--- config.mk ---
export PLATFORM = sky130hd
export DESIGN_NAME = stream_writer
export DESIGN_NICKNAME = d
export VERILOG_FILES = /design/src/host_cmd_pkg.sv /design/src/stream_writer_pkg.sv /design/src/stream_writer.sv /design/src/sync_fifo.sv /design/src/transfer_sequencer.sv /design/src/transfer_splitter.sv
export VERILOG_INCLUDE_DIRS = /design/src
export SDC_FILE = /design/constraint.sdc
export NUM_CORES = 1
export LEC_CHECK = 0
export BUFFER_PORTS_ARGS = -buffer_cell sky130_fd_sc_hd__clkbuf_2
export CORE_UTILIZATION = 50
export DETAILED_ROUTE_END_ITERATION = 8
export GPL_ROUTABILITY_DRIVEN = 0
export PLACE_DENSITY = 0.68
export SYNTH_ARGS = -nofsm -noshare
export SYNTH_HDL_FRONTEND = slang
export SYNTH_SLANG_ARGS = --single-unit
--- constraint.sdc ---
create_clock -name clk -period 17.3 [get_ports clk]
set_input_delay 0.865 -clock clk [delete_from_list [all_inputs] [get_ports clk]]
set_output_delay 0.865 -clock clk [all_outputs]
set_load 0.03 [all_outputs]
--- src/stream_writer_params.svh ---
`ifndef STREAM_WRITER_PARAMS_SVH
`define STREAM_WRITER_PARAMS_SVH

// Bytes carried by one data beat
`define SW_DATA_BYTES 4
`define SW_DATA_BITS (`SW_DATA_BYTES * 8)

// Largest host transfer in bytes, a whole number of beats
`define SW_TRANSFER_BYTES 16

// A transfer length must be able to hold SW_TRANSFER_BYTES itself
`define SW_LEN_BITS ($clog2(`SW_TRANSFER_BYTES) + 1)

// The data FIFO holds two full transfers so input can run ahead of the host
`define SW_DATA_FIFO_DEPTH (2 * `SW_TRANSFER_BYTES / `SW_DATA_BYTES)
`define SW_LEN_FIFO_DEPTH 16

// Host virtual addresses and buffer sizes
`define SW_VADDR_BITS 32

// Stream id reported in every notify word, 3 bits wide
`define SW_STREAM_ID 3'd5

`endif

--- src/host_cmd_pkg.sv ---
`include "stream_writer_params.svh"

package host_cmd_pkg;

    // Host virtual address, also used for buffer sizes and byte counts
    typedef logic [`SW_VADDR_BITS-1:0] vaddr_t;

    // Request opcodes understood by the host; only local writes are issued
    typedef enum logic [4:0] {
        LOCAL_WRITE = 5'd2
    } req_opcode_t;

    // Notify word layout
    localparam int NOTIFY_BITS      = 32;
    localparam int NOTIFY_ID_LSB    = 0;
    localparam int NOTIFY_ID_MSB    = 2;
    // Bytes written to the buffer, 28 bits wide
    localparam int NOTIFY_BYTES_LSB = 3;
    localparam int NOTIFY_BYTES_MSB = 30;
    localparam int NOTIFY_LAST_BIT  = 31;

endpackage

--- src/stream_writer_pkg.sv ---
`include "stream_writer_params.svh"

package stream_writer_pkg;

    // Sequencer states, from taking a buffer to notifying the host
    typedef enum logic [2:0] {
        WAIT_FOR_BUFFER = 3'd0,
        // One request per transfer is issued here
        REQUEST         = 3'd1,
        // Beats of the current transfer are forwarded
        TRANSFER        = 3'd2,
        // Outstanding writes are drained before the host is told
        WAIT_COMPLETION = 3'd3,
        WAIT_NOTIFY     = 3'd4
    } seq_state_t;

    // Byte length of one transfer, zero up to SW_TRANSFER_BYTES
    typedef logic [`SW_LEN_BITS-1:0] len_t;

endpackage

--- src/stream_writer.sv ---
`timescale 1ns/1ps
`include "stream_writer_params.svh"

module stream_writer (
    input  logic                                 clk,
    input  logic                                 reset_synced,
    input  logic                                 i_in_valid,
    input  logic [`SW_DATA_BITS-1:0]             i_in_data,
    input  logic [`SW_DATA_BYTES-1:0]            i_in_keep,
    input  logic                                 i_in_last,
    output logic                                 o_in_ready,
    input  logic                                 i_buf_valid,
    input  host_cmd_pkg::vaddr_t                 i_buf_vaddr,
    input  host_cmd_pkg::vaddr_t                 i_buf_size,
    output logic                                 o_buf_ready,
    output logic                                 o_req_valid,
    output host_cmd_pkg::req_opcode_t            o_req_opcode,
    output host_cmd_pkg::vaddr_t                 o_req_vaddr,
    output stream_writer_pkg::len_t              o_req_len,
    input  logic                                 i_req_ready,
    input  logic                                 i_cpl_valid,
    output logic                                 o_notify_valid,
    output logic [host_cmd_pkg::NOTIFY_BITS-1:0] o_notify_value,
    input  logic                                 i_notify_ready,
    output logic                                 o_out_valid,
    output logic [`SW_DATA_BITS-1:0]             o_out_data,
    output logic [`SW_DATA_BYTES-1:0]            o_out_keep,
    output logic                                 o_out_last,
    input  logic                                 i_out_ready
);

    // A data FIFO entry packs last, keep and data
    localparam int DAT_W = `SW_DATA_BITS + `SW_DATA_BYTES + 1;

    logic                     dat_wr_ready;
    logic                     len_wr_ready;
    logic                     beat_fire;
    logic                     split_valid;
    stream_writer_pkg::len_t  split_len;
    logic                     dat_rd_valid;
    logic [DAT_W-1:0]         dat_rd_data;
    logic                     dat_rd_ready;
    logic                     len_rd_valid;
    stream_writer_pkg::len_t  len_rd_data;
    logic                     len_rd_ready;

    // A beat enters only when both FIFOs have room, so a closing length is never lost
    assign o_in_ready = dat_wr_ready && len_wr_ready;
    assign beat_fire  = i_in_valid && o_in_ready;

    transfer_splitter u_splitter (
        .clk          (clk),
        .reset_synced (reset_synced),
        .i_beat_fire  (beat_fire),
        .i_in_keep    (i_in_keep),
        .i_in_last    (i_in_last),
        .o_len_valid  (split_valid),
        .o_len        (split_len)
    );

    sync_fifo #(
        .WIDTH (DAT_W),
        .DEPTH (`SW_DATA_FIFO_DEPTH)
    ) data_fifo (
        .clk          (clk),
        .reset_synced (reset_synced),
        .i_wr_valid   (beat_fire),
        .i_wr_data    ({i_in_last, i_in_keep, i_in_data}),
        .o_wr_ready   (dat_wr_ready),
        .o_rd_valid   (dat_rd_valid),
        .o_rd_data    (dat_rd_data),
        .i_rd_ready   (dat_rd_ready)
    );

    sync_fifo #(
        .WIDTH (`SW_LEN_BITS),
        .DEPTH (`SW_LEN_FIFO_DEPTH)
    ) len_fifo (
        .clk          (clk),
        .reset_synced (reset_synced),
        .i_wr_valid   (split_valid),
        .i_wr_data    (split_len),
        .o_wr_ready   (len_wr_ready),
        .o_rd_valid   (len_rd_valid),
        .o_rd_data    (len_rd_data),
        .i_rd_ready   (len_rd_ready)
    );

    transfer_sequencer u_sequencer (
        .clk            (clk),
        .reset_synced   (reset_synced),
        .i_len_valid    (len_rd_valid),
        .i_len          (len_rd_data),
        .o_len_ready    (len_rd_ready),
        .i_dat_valid    (dat_rd_valid),
        .i_dat_data     (dat_rd_data[`SW_DATA_BITS-1:0]),
        .i_dat_keep     (dat_rd_data[DAT_W-2:`SW_DATA_BITS]),
        .i_dat_last     (dat_rd_data[DAT_W-1]),
        .o_dat_ready    (dat_rd_ready),
        .i_buf_valid    (i_buf_valid),
        .i_buf_vaddr    (i_buf_vaddr),
        .i_buf_size     (i_buf_size),
        .o_buf_ready    (o_buf_ready),
        .o_req_valid    (o_req_valid),
        .o_req_opcode   (o_req_opcode),
        .o_req_vaddr    (o_req_vaddr),
        .o_req_len      (o_req_len),
        .i_req_ready    (i_req_ready),
        .i_cpl_valid    (i_cpl_valid),
        .o_notify_valid (o_notify_valid),
        .o_notify_value (o_notify_value),
        .i_notify_ready (i_notify_ready),
        .o_out_valid    (o_out_valid),
        .o_out_data     (o_out_data),
        .o_out_keep     (o_out_keep),
        .o_out_last     (o_out_last),
        .i_out_ready    (i_out_ready)
    );

endmodule

--- src/sync_fifo.sv ---
`timescale 1ns/1ps

module sync_fifo #(
    parameter int WIDTH = 8,
    parameter int DEPTH = 4
) (
    input  logic             clk,
    input  logic             reset_synced,
    input  logic             i_wr_valid,
    input  logic [WIDTH-1:0] i_wr_data,
    output logic             o_wr_ready,
    output logic             o_rd_valid,
    output logic [WIDTH-1:0] o_rd_data,
    input  logic             i_rd_ready
);

    localparam int PTR_BITS = (DEPTH > 1) ? $clog2(DEPTH) : 1;

    logic [WIDTH-1:0]    mem [DEPTH];
    logic [PTR_BITS-1:0] wr_ptr;
    logic [PTR_BITS-1:0] rd_ptr;
    logic [PTR_BITS:0]   count;
    logic                wr_fire;
    logic                rd_fire;

    // Full and empty come straight from the occupancy count
    assign o_wr_ready = (count != (PTR_BITS+1)'(DEPTH));
    assign o_rd_valid = (count != '0);
    // First word fall through, the head entry is always on the output
    assign o_rd_data  = mem[rd_ptr];

    assign wr_fire = i_wr_valid && o_wr_ready;
    assign rd_fire = o_rd_valid && i_rd_ready;

    always_ff @(posedge clk) begin
        if (wr_fire) begin
            mem[wr_ptr] <= i_wr_data;
        end
    end

    always_ff @(posedge clk) begin
        if (!reset_synced) begin
            wr_ptr <= '0;
            rd_ptr <= '0;
            count  <= '0;
        end else begin
            // Pointers wrap explicitly so any depth works
            if (wr_fire) begin
                wr_ptr <= (wr_ptr == PTR_BITS'(DEPTH - 1)) ? '0 : wr_ptr + 1'b1;
            end
            if (rd_fire) begin
                rd_ptr <= (rd_ptr == PTR_BITS'(DEPTH - 1)) ? '0 : rd_ptr + 1'b1;
            end
            // A push and a pop in one cycle leave the count unchanged
            case ({wr_fire, rd_fire})
                2'b10:   count <= count + 1'b1;
                2'b01:   count <= count - 1'b1;
                default: count <= count;
            endcase
        end
    end

endmodule

--- src/transfer_sequencer.sv ---
`timescale 1ns/1ps
`include "stream_writer_params.svh"

module transfer_sequencer (
    input  logic                                     clk,
    input  logic                                     reset_synced,
    input  logic                                     i_len_valid,
    input  stream_writer_pkg::len_t                  i_len,
    output logic                                     o_len_ready,
    input  logic                                     i_dat_valid,
    input  logic [`SW_DATA_BITS-1:0]                 i_dat_data,
    input  logic [`SW_DATA_BYTES-1:0]                i_dat_keep,
    input  logic                                     i_dat_last,
    output logic                                     o_dat_ready,
    input  logic                                     i_buf_valid,
    input  host_cmd_pkg::vaddr_t                     i_buf_vaddr,
    input  host_cmd_pkg::vaddr_t                     i_buf_size,
    output logic                                     o_buf_ready,
    output logic                                     o_req_valid,
    output host_cmd_pkg::req_opcode_t                o_req_opcode,
    output host_cmd_pkg::vaddr_t                     o_req_vaddr,
    output stream_writer_pkg::len_t                  o_req_len,
    input  logic                                     i_req_ready,
    input  logic                                     i_cpl_valid,
    output logic                                     o_notify_valid,
    output logic [host_cmd_pkg::NOTIFY_BITS-1:0]     o_notify_value,
    input  logic                                     i_notify_ready,
    output logic                                     o_out_valid,
    output logic [`SW_DATA_BITS-1:0]                 o_out_data,
    output logic [`SW_DATA_BYTES-1:0]                o_out_keep,
    output logic                                     o_out_last,
    input  logic                                     i_out_ready
);

    localparam int BEAT_BITS = $clog2(`SW_DATA_BYTES);

    stream_writer_pkg::seq_state_t state;
    // Write address of the next transfer and the size of the buffer
    host_cmd_pkg::vaddr_t          vaddr;
    host_cmd_pkg::vaddr_t          alloc_size;
    host_cmd_pkg::vaddr_t          bytes_written;
    host_cmd_pkg::vaddr_t          num_requests;
    host_cmd_pkg::vaddr_t          num_completions;
    logic                          last_flag;
    stream_writer_pkg::len_t       beat_count;
    stream_writer_pkg::len_t       beats_needed;
    logic                          final_beat;
    logic                          out_fire;
    logic                          zero_len;
    logic                          drop_empty;
    logic                          buffer_full;

    // Beats in the head transfer, with a partial tail beat rounded up
    assign beats_needed = (i_len >> BEAT_BITS) + stream_writer_pkg::len_t'(|i_len[BEAT_BITS-1:0]);
    assign final_beat   = (beat_count + 1'b1) == beats_needed;

    assign zero_len = i_len_valid && (i_len == '0);
    // The empty last beat that produced a zero length is dropped with it
    assign drop_empty = (state == stream_writer_pkg::REQUEST) && zero_len && i_dat_valid;

    // The buffer cannot take another full transfer
    assign buffer_full = (bytes_written + host_cmd_pkg::vaddr_t'(`SW_TRANSFER_BYTES)) > alloc_size;

    assign o_buf_ready = (state == stream_writer_pkg::WAIT_FOR_BUFFER);

    // Requests always describe one local write of the head length
    assign o_req_valid  = (state == stream_writer_pkg::REQUEST) && i_len_valid && (i_len != '0);
    assign o_req_opcode = host_cmd_pkg::LOCAL_WRITE;
    assign o_req_vaddr  = vaddr;
    assign o_req_len    = i_len;

    // Beats pass only while a transfer is open, last marks its final beat
    assign o_out_valid = (state == stream_writer_pkg::TRANSFER) && i_dat_valid;
    assign o_out_data  = i_dat_data;
    assign o_out_keep  = i_dat_keep;
    assign o_out_last  = final_beat;
    assign out_fire    = o_out_valid && i_out_ready;

    assign o_dat_ready = ((state == stream_writer_pkg::TRANSFER) && i_out_ready) || drop_empty;

    // The length stays at the FIFO head until its transfer is fully sent
    assign o_len_ready = (out_fire && final_beat) || drop_empty;

    // The host hears about the buffer only once every write to it has completed
    assign o_notify_valid = (state == stream_writer_pkg::WAIT_NOTIFY) &&
                            (num_completions == num_requests);

    always_comb begin
        o_notify_value = '0;
        o_notify_value[host_cmd_pkg::NOTIFY_ID_MSB:host_cmd_pkg::NOTIFY_ID_LSB] = `SW_STREAM_ID;
        o_notify_value[host_cmd_pkg::NOTIFY_BYTES_MSB:host_cmd_pkg::NOTIFY_BYTES_LSB] =
            bytes_written[host_cmd_pkg::NOTIFY_BYTES_MSB-host_cmd_pkg::NOTIFY_BYTES_LSB:0];
        o_notify_value[host_cmd_pkg::NOTIFY_LAST_BIT] = last_flag;
    end

    always_ff @(posedge clk) begin
        if (!reset_synced) begin
            state           <= stream_writer_pkg::WAIT_FOR_BUFFER;
            bytes_written   <= '0;
            num_requests    <= '0;
            num_completions <= '0;
            last_flag       <= 1'b0;
        end else begin
            // Completions may arrive in any state while requests are in flight
            if (i_cpl_valid) begin
                num_completions <= num_completions + 1'b1;
            end
            case (state)
                stream_writer_pkg::WAIT_FOR_BUFFER: begin
                    if (i_buf_valid) begin
                        vaddr           <= i_buf_vaddr;
                        alloc_size      <= i_buf_size;
                        bytes_written   <= '0;
                        num_requests    <= '0;
                        num_completions <= '0;
                        last_flag       <= 1'b0;
                        state           <= stream_writer_pkg::REQUEST;
                    end
                end
                stream_writer_pkg::REQUEST: begin
                    if (o_req_valid && i_req_ready) begin
                        vaddr         <= vaddr + host_cmd_pkg::vaddr_t'(i_len);
                        bytes_written <= bytes_written + host_cmd_pkg::vaddr_t'(i_len);
                        num_requests  <= num_requests + 1'b1;
                        beat_count    <= '0;
                        state         <= stream_writer_pkg::TRANSFER;
                    end else if (drop_empty) begin
                        // Nothing to write, the host only hears that the stream ended
                        last_flag <= 1'b1;
                        state     <= stream_writer_pkg::WAIT_NOTIFY;
                    end
                end
                stream_writer_pkg::TRANSFER: begin
                    if (out_fire) begin
                        beat_count <= beat_count + 1'b1;
                        if (final_beat) begin
                            if (i_dat_last || buffer_full) begin
                                last_flag <= i_dat_last;
                                state     <= stream_writer_pkg::WAIT_COMPLETION;
                            end else begin
                                state <= stream_writer_pkg::REQUEST;
                            end
                        end
                    end
                end
                stream_writer_pkg::WAIT_COMPLETION: begin
                    if (num_completions == num_requests) begin
                        state <= stream_writer_pkg::WAIT_NOTIFY;
                    end
                end
                stream_writer_pkg::WAIT_NOTIFY: begin
                    if (o_notify_valid && i_notify_ready) begin
                        // An untouched buffer is kept for the next stream
                        if (bytes_written == '0) begin
                            last_flag <= 1'b0;
                            state     <= stream_writer_pkg::REQUEST;
                        end else begin
                            state <= stream_writer_pkg::WAIT_FOR_BUFFER;
                        end
                    end
                end
                default: state <= stream_writer_pkg::WAIT_FOR_BUFFER;
            endcase
        end
    end

endmodule

--- src/transfer_splitter.sv ---
`timescale 1ns/1ps
`include "stream_writer_params.svh"

module transfer_splitter (
    input  logic                      clk,
    input  logic                      reset_synced,
    input  logic                      i_beat_fire,
    input  logic [`SW_DATA_BYTES-1:0] i_in_keep,
    input  logic                      i_in_last,
    output logic                      o_len_valid,
    output stream_writer_pkg::len_t   o_len
);

    // Bytes collected so far in the transfer being built
    stream_writer_pkg::len_t byte_count;
    stream_writer_pkg::len_t byte_count_next;
    logic                    is_split;

    // Input is normalized, so the keep popcount is the byte count of the beat
    assign byte_count_next = byte_count + stream_writer_pkg::len_t'($countones(i_in_keep));

    // A transfer closes when it is full or the stream ends
    // An empty last beat at the start of a transfer closes it with length 0
    assign is_split = (byte_count_next == stream_writer_pkg::len_t'(`SW_TRANSFER_BYTES))
                      || i_in_last;

    // The length goes into its FIFO in the same cycle as the closing beat
    assign o_len_valid = i_beat_fire && is_split;
    assign o_len       = byte_count_next;

    always_ff @(posedge clk) begin
        if (!reset_synced) begin
            byte_count <= '0;
        end else if (i_beat_fire) begin
            byte_count <= is_split ? '0 : byte_count_next;
        end
    end

endmodule
Word-level counts from Yosys, hierarchy flattened:

Memories as Yosys holds them, arrays and structs flattened. A register that Yosys moved wholly into a read port is not among the register bits.
Cells that the tools add are included.

* register bits after elaboration: 197
* bits in latches: 0
* RAM bits: 376
* memory bits (read-only): 0
* memories: 2

Memory list
* data_fifo.mem: words 8, width 37, rd ports 1, clocked after memory_dff 1, wr ports 1, line sync_fifo.sv:19 `logic [WIDTH-1:0] mem [DEPTH];`
* len_fifo.mem: words 16, width 5, rd ports 1, clocked after memory_dff 1, wr ports 1, line sync_fifo.sv:19

* $add $sub $neg: 19
* $mul: 0
* div/mod/pow operators: 0
* order comparisons: 1
* eq/ne operators: 28
* shift-type cells: 0
* mux-type cells: 48
* bitwise logic cells: 0
* reductions and logical operators: 41

Operator list (number)
* 2-to-1 mux 32 bit: 8
* one-hot mux 32 bit (2 select lines): 3
* adder 32 x 1 -> 32 bit (second input constant): 2
* adder 32 x 5 -> 32 bit: 2
* 2-to-1 mux 3 bit: 11
* adder 32 x 5 -> 32 bit (second input constant): 1
* equality test 32 bit: 1
* greater-than comparator 32 bit: 1
* zero test 32 bit: 1
* one-hot mux 5 bit (2 select lines): 2
* logical AND 1 bit: 19
* 2-to-1 mux 4 bit: 4
* 2-to-1 mux 5 bit: 3
* one-hot mux 3 bit (5 select lines): 1
* 2-to-1 mux 1 bit: 13
* adder 4 x 1 -> 4 bit (second input constant): 3
* inequality test 2 bit (second input constant): 6
* adder 5 x 1 -> 5 bit (second input constant): 2
* adder 5 bit: 2
* nonzero test 5 bit: 2
* equality test 3 bit (second input constant): 3
* AND reduction 9 bit: 1
* equality test 4 bit (second input constant): 2
* inequality test 2 x 1 -> 1 bit (second input constant): 4
* other kinds (26): 40

Logic depth before layout (Yosys ltp):

* depth after elaboration: 9
* mapped depth: 23
* gate-level depth less buffers: 20

By module:

From an unflattened synthesis, not the netlist that was laid out.

* cell total of the unflattened synthesis: 1940
* area total of the unflattened synthesis: 26534.2 µm²

Modules (own cells, without submodules)
* sync_fifo at data_fifo: times used 1, cells each 504, area each 11803.8 µm², sequential area each 9148.8 µm²
* transfer_sequencer: times used 1, cells each 1158, area each 10276.1 µm², sequential area each 4073.9 µm²
* sync_fifo at len_fifo: times used 1, cells each 227, area each 4012.6 µm², sequential area each 2742.6 µm²
* transfer_splitter: times used 1, cells each 49, area each 429.2 µm², sequential area each 100.1 µm²
* stream_writer: times used 1, cells each 2, area each 12.5 µm², sequential area each 0.0 µm²

Worst setup path before layout:

OpenSTA, ideal clock, no wires.

* path type: reg2reg
* start point: register len_fifo.count[0]
* end point: memory data_fifo.mem[1][0] in the netlist's numbering, enable pin
* arrival: 5.735 ns
* required time: 16.763 ns
* path slack: 11.028 ns
* stages on the path, launching flop included: 8
* buffers on the path: 2
* period minus slack after synthesis: 6.272 ns
* path through: dfxtp_1 nor4_1 a22oi_1 and2_1 clkbuf_1 clkinv_1 buf_1 nor4b_1

* cells in the longest elaborated chain, start to end: 6

Ends and longest elaborated chain
* start: declaration: line sync_fifo.sv:22 `logic [PTR_BITS:0] count;`
* start signal: assignment: line sync_fifo.sv:56 `2'b10: count <= count + 1'b1;`
* start signal: assignment: line sync_fifo.sv:57 `2'b01: count <= count - 1'b1;`
* start signal: assignment: line sync_fifo.sv:58 `default: count <= count;`
* inequality test 5 bit: line sync_fifo.sv:27 `assign o_wr_ready = (count != (PTR_BITS+1)'(DEPTH));`
* logical AND 1 bit: line stream_writer.sv:48 `assign o_in_ready = dat_wr_ready && len_wr_ready;`
* net o_in_ready: line stream_writer.sv:11 `output logic o_in_ready,`
* logical AND 1 bit: line stream_writer.sv:49 `assign beat_fire = i_in_valid && o_in_ready;`
* logical AND 1 bit: line sync_fifo.sv:32 `assign wr_fire = i_wr_valid && o_wr_ready;`
* 2-to-1 mux 1 bit: line sync_fifo.sv:36 `if (wr_fire) begin`
* 2-to-1 mux 1 bit (implied by the code): line sync_fifo.sv:37 `mem[wr_ptr] <= i_wr_data;`
* end: declaration: line sync_fifo.sv:19

The timed path passes the listed nets, and every way through them passes these cells.

==> metrics.log <==
INFO  metric outcome = completed
INFO  metric synth_edf_count = 445
INFO  metric share_of_cells_above_drive_strength_1 = 0.2202
INFO  metric synthDominantAreaCellType = sky130_fd_sc_hd__edfxtp_1
INFO  metric max_clock_freq = 0.1755 GHz
INFO  metric synth_area_leaders = sky130_fd_sc_hd__edfxtp_1 (51%), sky130_fd_sc_hd__dfxtp_1 (10%), sky130_fd_sc_hd__mux4_2 (8.0%), sky130_fd_sc_hd__xor2_1 (3.5%), sky130_fd_sc_hd__ha_1 (3.3%)
INFO  metric final.period_utilization = 0.3294
INFO  metric number_of_antenna_violations_at_the_first_check_in_global_routing = 3
INFO  metric grt_setup_unrepaired = false
INFO  metric grt.total_usage = 0.2129
INFO  metric area_occupied_by_multi_input_gates = 0.009176 mm²
INFO  metric first_iter_violations = 1300
INFO  metric crit_path_frequent_cell = sky130_fd_sc_hd__ha_1
INFO  metric grt_pass1_wl = 88.83 mm
INFO  metric timing.critical_path.max_delay_family = multiplexers
INFO  metric crit_path_max_fanout = 19
INFO  metric grt-ovfl-total = 0
INFO  metric critical_path_buf_inv_count = 2
INFO  metric holdCritPathClass = input pin to register
INFO  metric numPortBuffers = 216
INFO  metric ant_nets = 0
INFO  metric final_standard_cell_count_with_taps_included_and_fillers_excluded = 2847
INFO  metric synth.top_cell.area_share = 0.5129
INFO  metric final_core_util = 0.5763
INFO  metric synthSimpleGateAreaFrac = 0.1065
INFO  metric netlist-cell-type-count = 66
INFO  metric final.fill_count = 4072
INFO  metric die_h = 230.3 µm
INFO  metric startpoint_of_the_worst_hold_path = i_buf_size[29]
INFO  metric ir_drop_worst_case_vdd = 0.00009286 V
INFO  metric synthMostInstantiatedCell = sky130_fd_sc_hd__edfxtp_1
INFO  metric critical_path.slowest_cell = sky130_fd_sc_hd__dfxtp_1
INFO  metric layout.cell_area.non_filler = 0.02962 mm²
INFO  metric drt_drc_violations_left = 0
INFO  metric synth-seq-cells = 580
INFO  metric most_used_dff_post_synth = sky130_fd_sc_hd__edfxtp_1
INFO  metric io-pin-count = 225
INFO  metric final_critical_path_setup_slack = 11600 ps
INFO  metric post_synth_xor_area_fraction = 0.05850
INFO  metric clock_insertion_delay_worst_skew = 650 ps
INFO  metric cellPowerDensity = 111.5 mW/mm²
INFO  metric setup-violations-final = 0
INFO  metric synthMuxAreaShare = 0.1012
INFO  metric layout.nets = 2301
INFO  metric wire_per_inst = 19.78 µm
INFO  metric syn_inst = 1931
INFO  metric cts.root.buffer_cell = sky130_fd_sc_hd__clkbuf_16
INFO  metric worst_setup_path_start_kind = register
INFO  metric path_class = register to register
INFO  metric floorplan.initialDensity = 0.5068
INFO  metric clk_pin_slew = 60 ps
INFO  metric synth_compound_area_frac = 0.04390
INFO  metric worstSetupEndpointType = register
INFO  metric area.sequential = 0.01607 mm²
INFO  metric async_reset_ff_frac = 0
INFO  metric design.core.area = 0.05141 mm²
INFO  metric cts.hold.buffers_added = 0
INFO  metric tritoncts_num_sinks = 580
INFO  metric wl = 56.33 mm
INFO  metric worst_clock_skew = 51.50 ps
INFO  metric placed_cell_area = 0.02764 mm²
INFO  metric placed_cells = 2735
INFO  metric worstMarginPinSlew = 1316 ps
INFO  metric drt-pass1-iter-count = 5
INFO  metric synthAdderAreaFrac = 0.03852
INFO  metric drv_slew = 0
INFO  metric arrival = 6230 ps
INFO  metric postCtsResizedCells = 0
INFO  metric pin_count_of_the_biggest_net_entering_global_routing = 75
INFO  metric area.growth.synth_to_final = 13.71%
INFO  metric synthesis.area_per_instance = 13.49 µm²
INFO  metric overall_via_count_from_detail_route = 15900
INFO  metric dp_hpwl = 36.91 mm
INFO  metric timing.critical_path.slowest_cell_delay = 1070 ps
INFO  metric cts_made_buffers = 59
INFO  metric yosys-top-cells-count = sky130_fd_sc_hd__edfxtp_1 (445), sky130_fd_sc_hd__nor2_1 (160), sky130_fd_sc_hd__nand2_1 (142)
INFO  metric row_count = 83
INFO  metric die_x = 230.3 µm
INFO  metric cp_cell_sequence = mux4_2, mux4_2, ha_1, ha_1, xnor2_1, nand2_1, a211o_1, a31o_2, o21ai_2, ha_1, inv_1, fa_1, inv_1, a21o_1, a21oi_1, xnor2_1, or3_1, a21oi_1
INFO  metric yosysWarnings = 0
INFO  metric seq_area_frac_synth = 0.6167
INFO  metric cp_data_required_time = 17830 ps
INFO  metric detail_route.vias_per_cell = 5.585
INFO  metric synth.cell_area = 0.02605 mm²
INFO  metric cts_max_path_buffers = 3
INFO  metric cts_tree = yes
INFO  metric post-route-min-period = 5699 ps
INFO  metric number_of_global_route_vias_before_repair = 16020
INFO  metric synth_top_family_by_area = simple AND/OR/NAND/NOR gates
INFO  metric htreeDepth = 2
INFO  metric slew_headroom = 0.1197
INFO  metric static-leakage-power = 0.01063 µW
INFO  metric count_of_endpoints_failing_hold_in_the_final_timing_report = 0
INFO  metric die-area = 0.05302 mm²
INFO  metric dpl_worst_slack = 11570 ps
INFO  metric drv.max_cap_violation_count = 0
INFO  metric cts_setup_buffers = 0
INFO  metric fin_tns_setup = 0 ps
[through the flow]
step | power, µW | hold WS (ps)
detailed placement | 2051 | 481.6
global placement | 2040 | 472.4
finish | 3303 | 428.0
floorplan | 1925 | 457.0
CTS | 3328 | 404.5
global route | 3422 | 407.9
[routing by layer]
metal  GRT usage  share of wire  vias up
met5           0        0.00048        -
met3     0.03993          0.056       87
met2      0.3564           0.49      403
met4     0.05898          0.021        4
met1      0.2839           0.43     7904
li1            -              -     7502
[worst paths after layout]
kind                                                 to  slack [ps]  cells past startpoint
max reg2reg              len_fifo.count[4]$_SDFFE_PN0P_       11600                     18
max                      len_fifo.count[4]$_SDFFE_PN0P_       11600                     18
min                u_sequencer.alloc_size[29]$_DFFE_PP_         430                      1
min reg2reg  u_sequencer.num_completions[31]$_SDFF_PN0_         490                      2
[power breakdown]
group	total [µW]	internal (µW)	switching, µW	leakage, µW
logic	404	135	269	0.00452
clock network	1280	742	539	0.000965
registers	1620	1570	43.3	0.00514
[placed cells by master, fill, tap and decap left out, drive strengths merged, types with 4 or more instances in the layout]
cell type / instances
nor3: 40
and4: 14
nor2b: 12
and2: 8
mux4: 92
bufinv: 6
xor2: 105
or3: 19
a31oi: 7
mux2: 36
a21oi: 66
clkinv: 29
nand3: 56
a22oi: 6
and3: 22
buf: 21
mux2i: 16
nor4: 27
inv: 78
o21ai: 57
nor3b: 6
nand4: 42
a211oi: 4
xnor2: 69
or4: 7
clkbuf: 291
conb: 8
o31ai: 5
nand2b: 7
a21o: 12
dfxtp: 135
fa: 7
edfxtp: 445
ha: 69
nor2: 160
nand2: 142
[sequential cells by signal (all words and copies together) (netlist names), named ones only]
register,count
data_fifo.count,4
data_fifo.mem,296
data_fifo.rd_ptr,3
data_fifo.wr_ptr,3
len_fifo.count,5
len_fifo.mem,80
len_fifo.rd_ptr,4
len_fifo.wr_ptr,4
u_sequencer.alloc_size,32
u_sequencer.beat_count,5
u_sequencer.bytes_written,32
u_sequencer.last_flag,1
u_sequencer.num_completions,32
u_sequencer.num_requests,32
u_sequencer.o_req_vaddr,32
u_sequencer.state,3
u_splitter.byte_count,5
[layout make-up]
type                            instances  area share
Sequential cell                       580      0.5426
Multi-Input combinational cell       1159      0.3098
Clock buffer                           75     0.05356
Timing Repair Buffer                  237     0.04181
Tap cell                              680     0.02872
Clock inverter                         36     0.01343
Inverter                               79     0.01001
Antenna cell                            1  0.00008447
[kinds of logic (layout without fill, tap and decap cells)]
logic type	Yosys count	count (layout)
adders and majority gates	76	76
DFF	580	580
AOI/OAI and AO/OA	186	186
muxes	144	144
other	2	9
xor gates and xnor gates	174	174
buffers and inverters	198	427
and+or+nand+nor	571	571
Note: power is estimated with default switching activity, not from simulation.
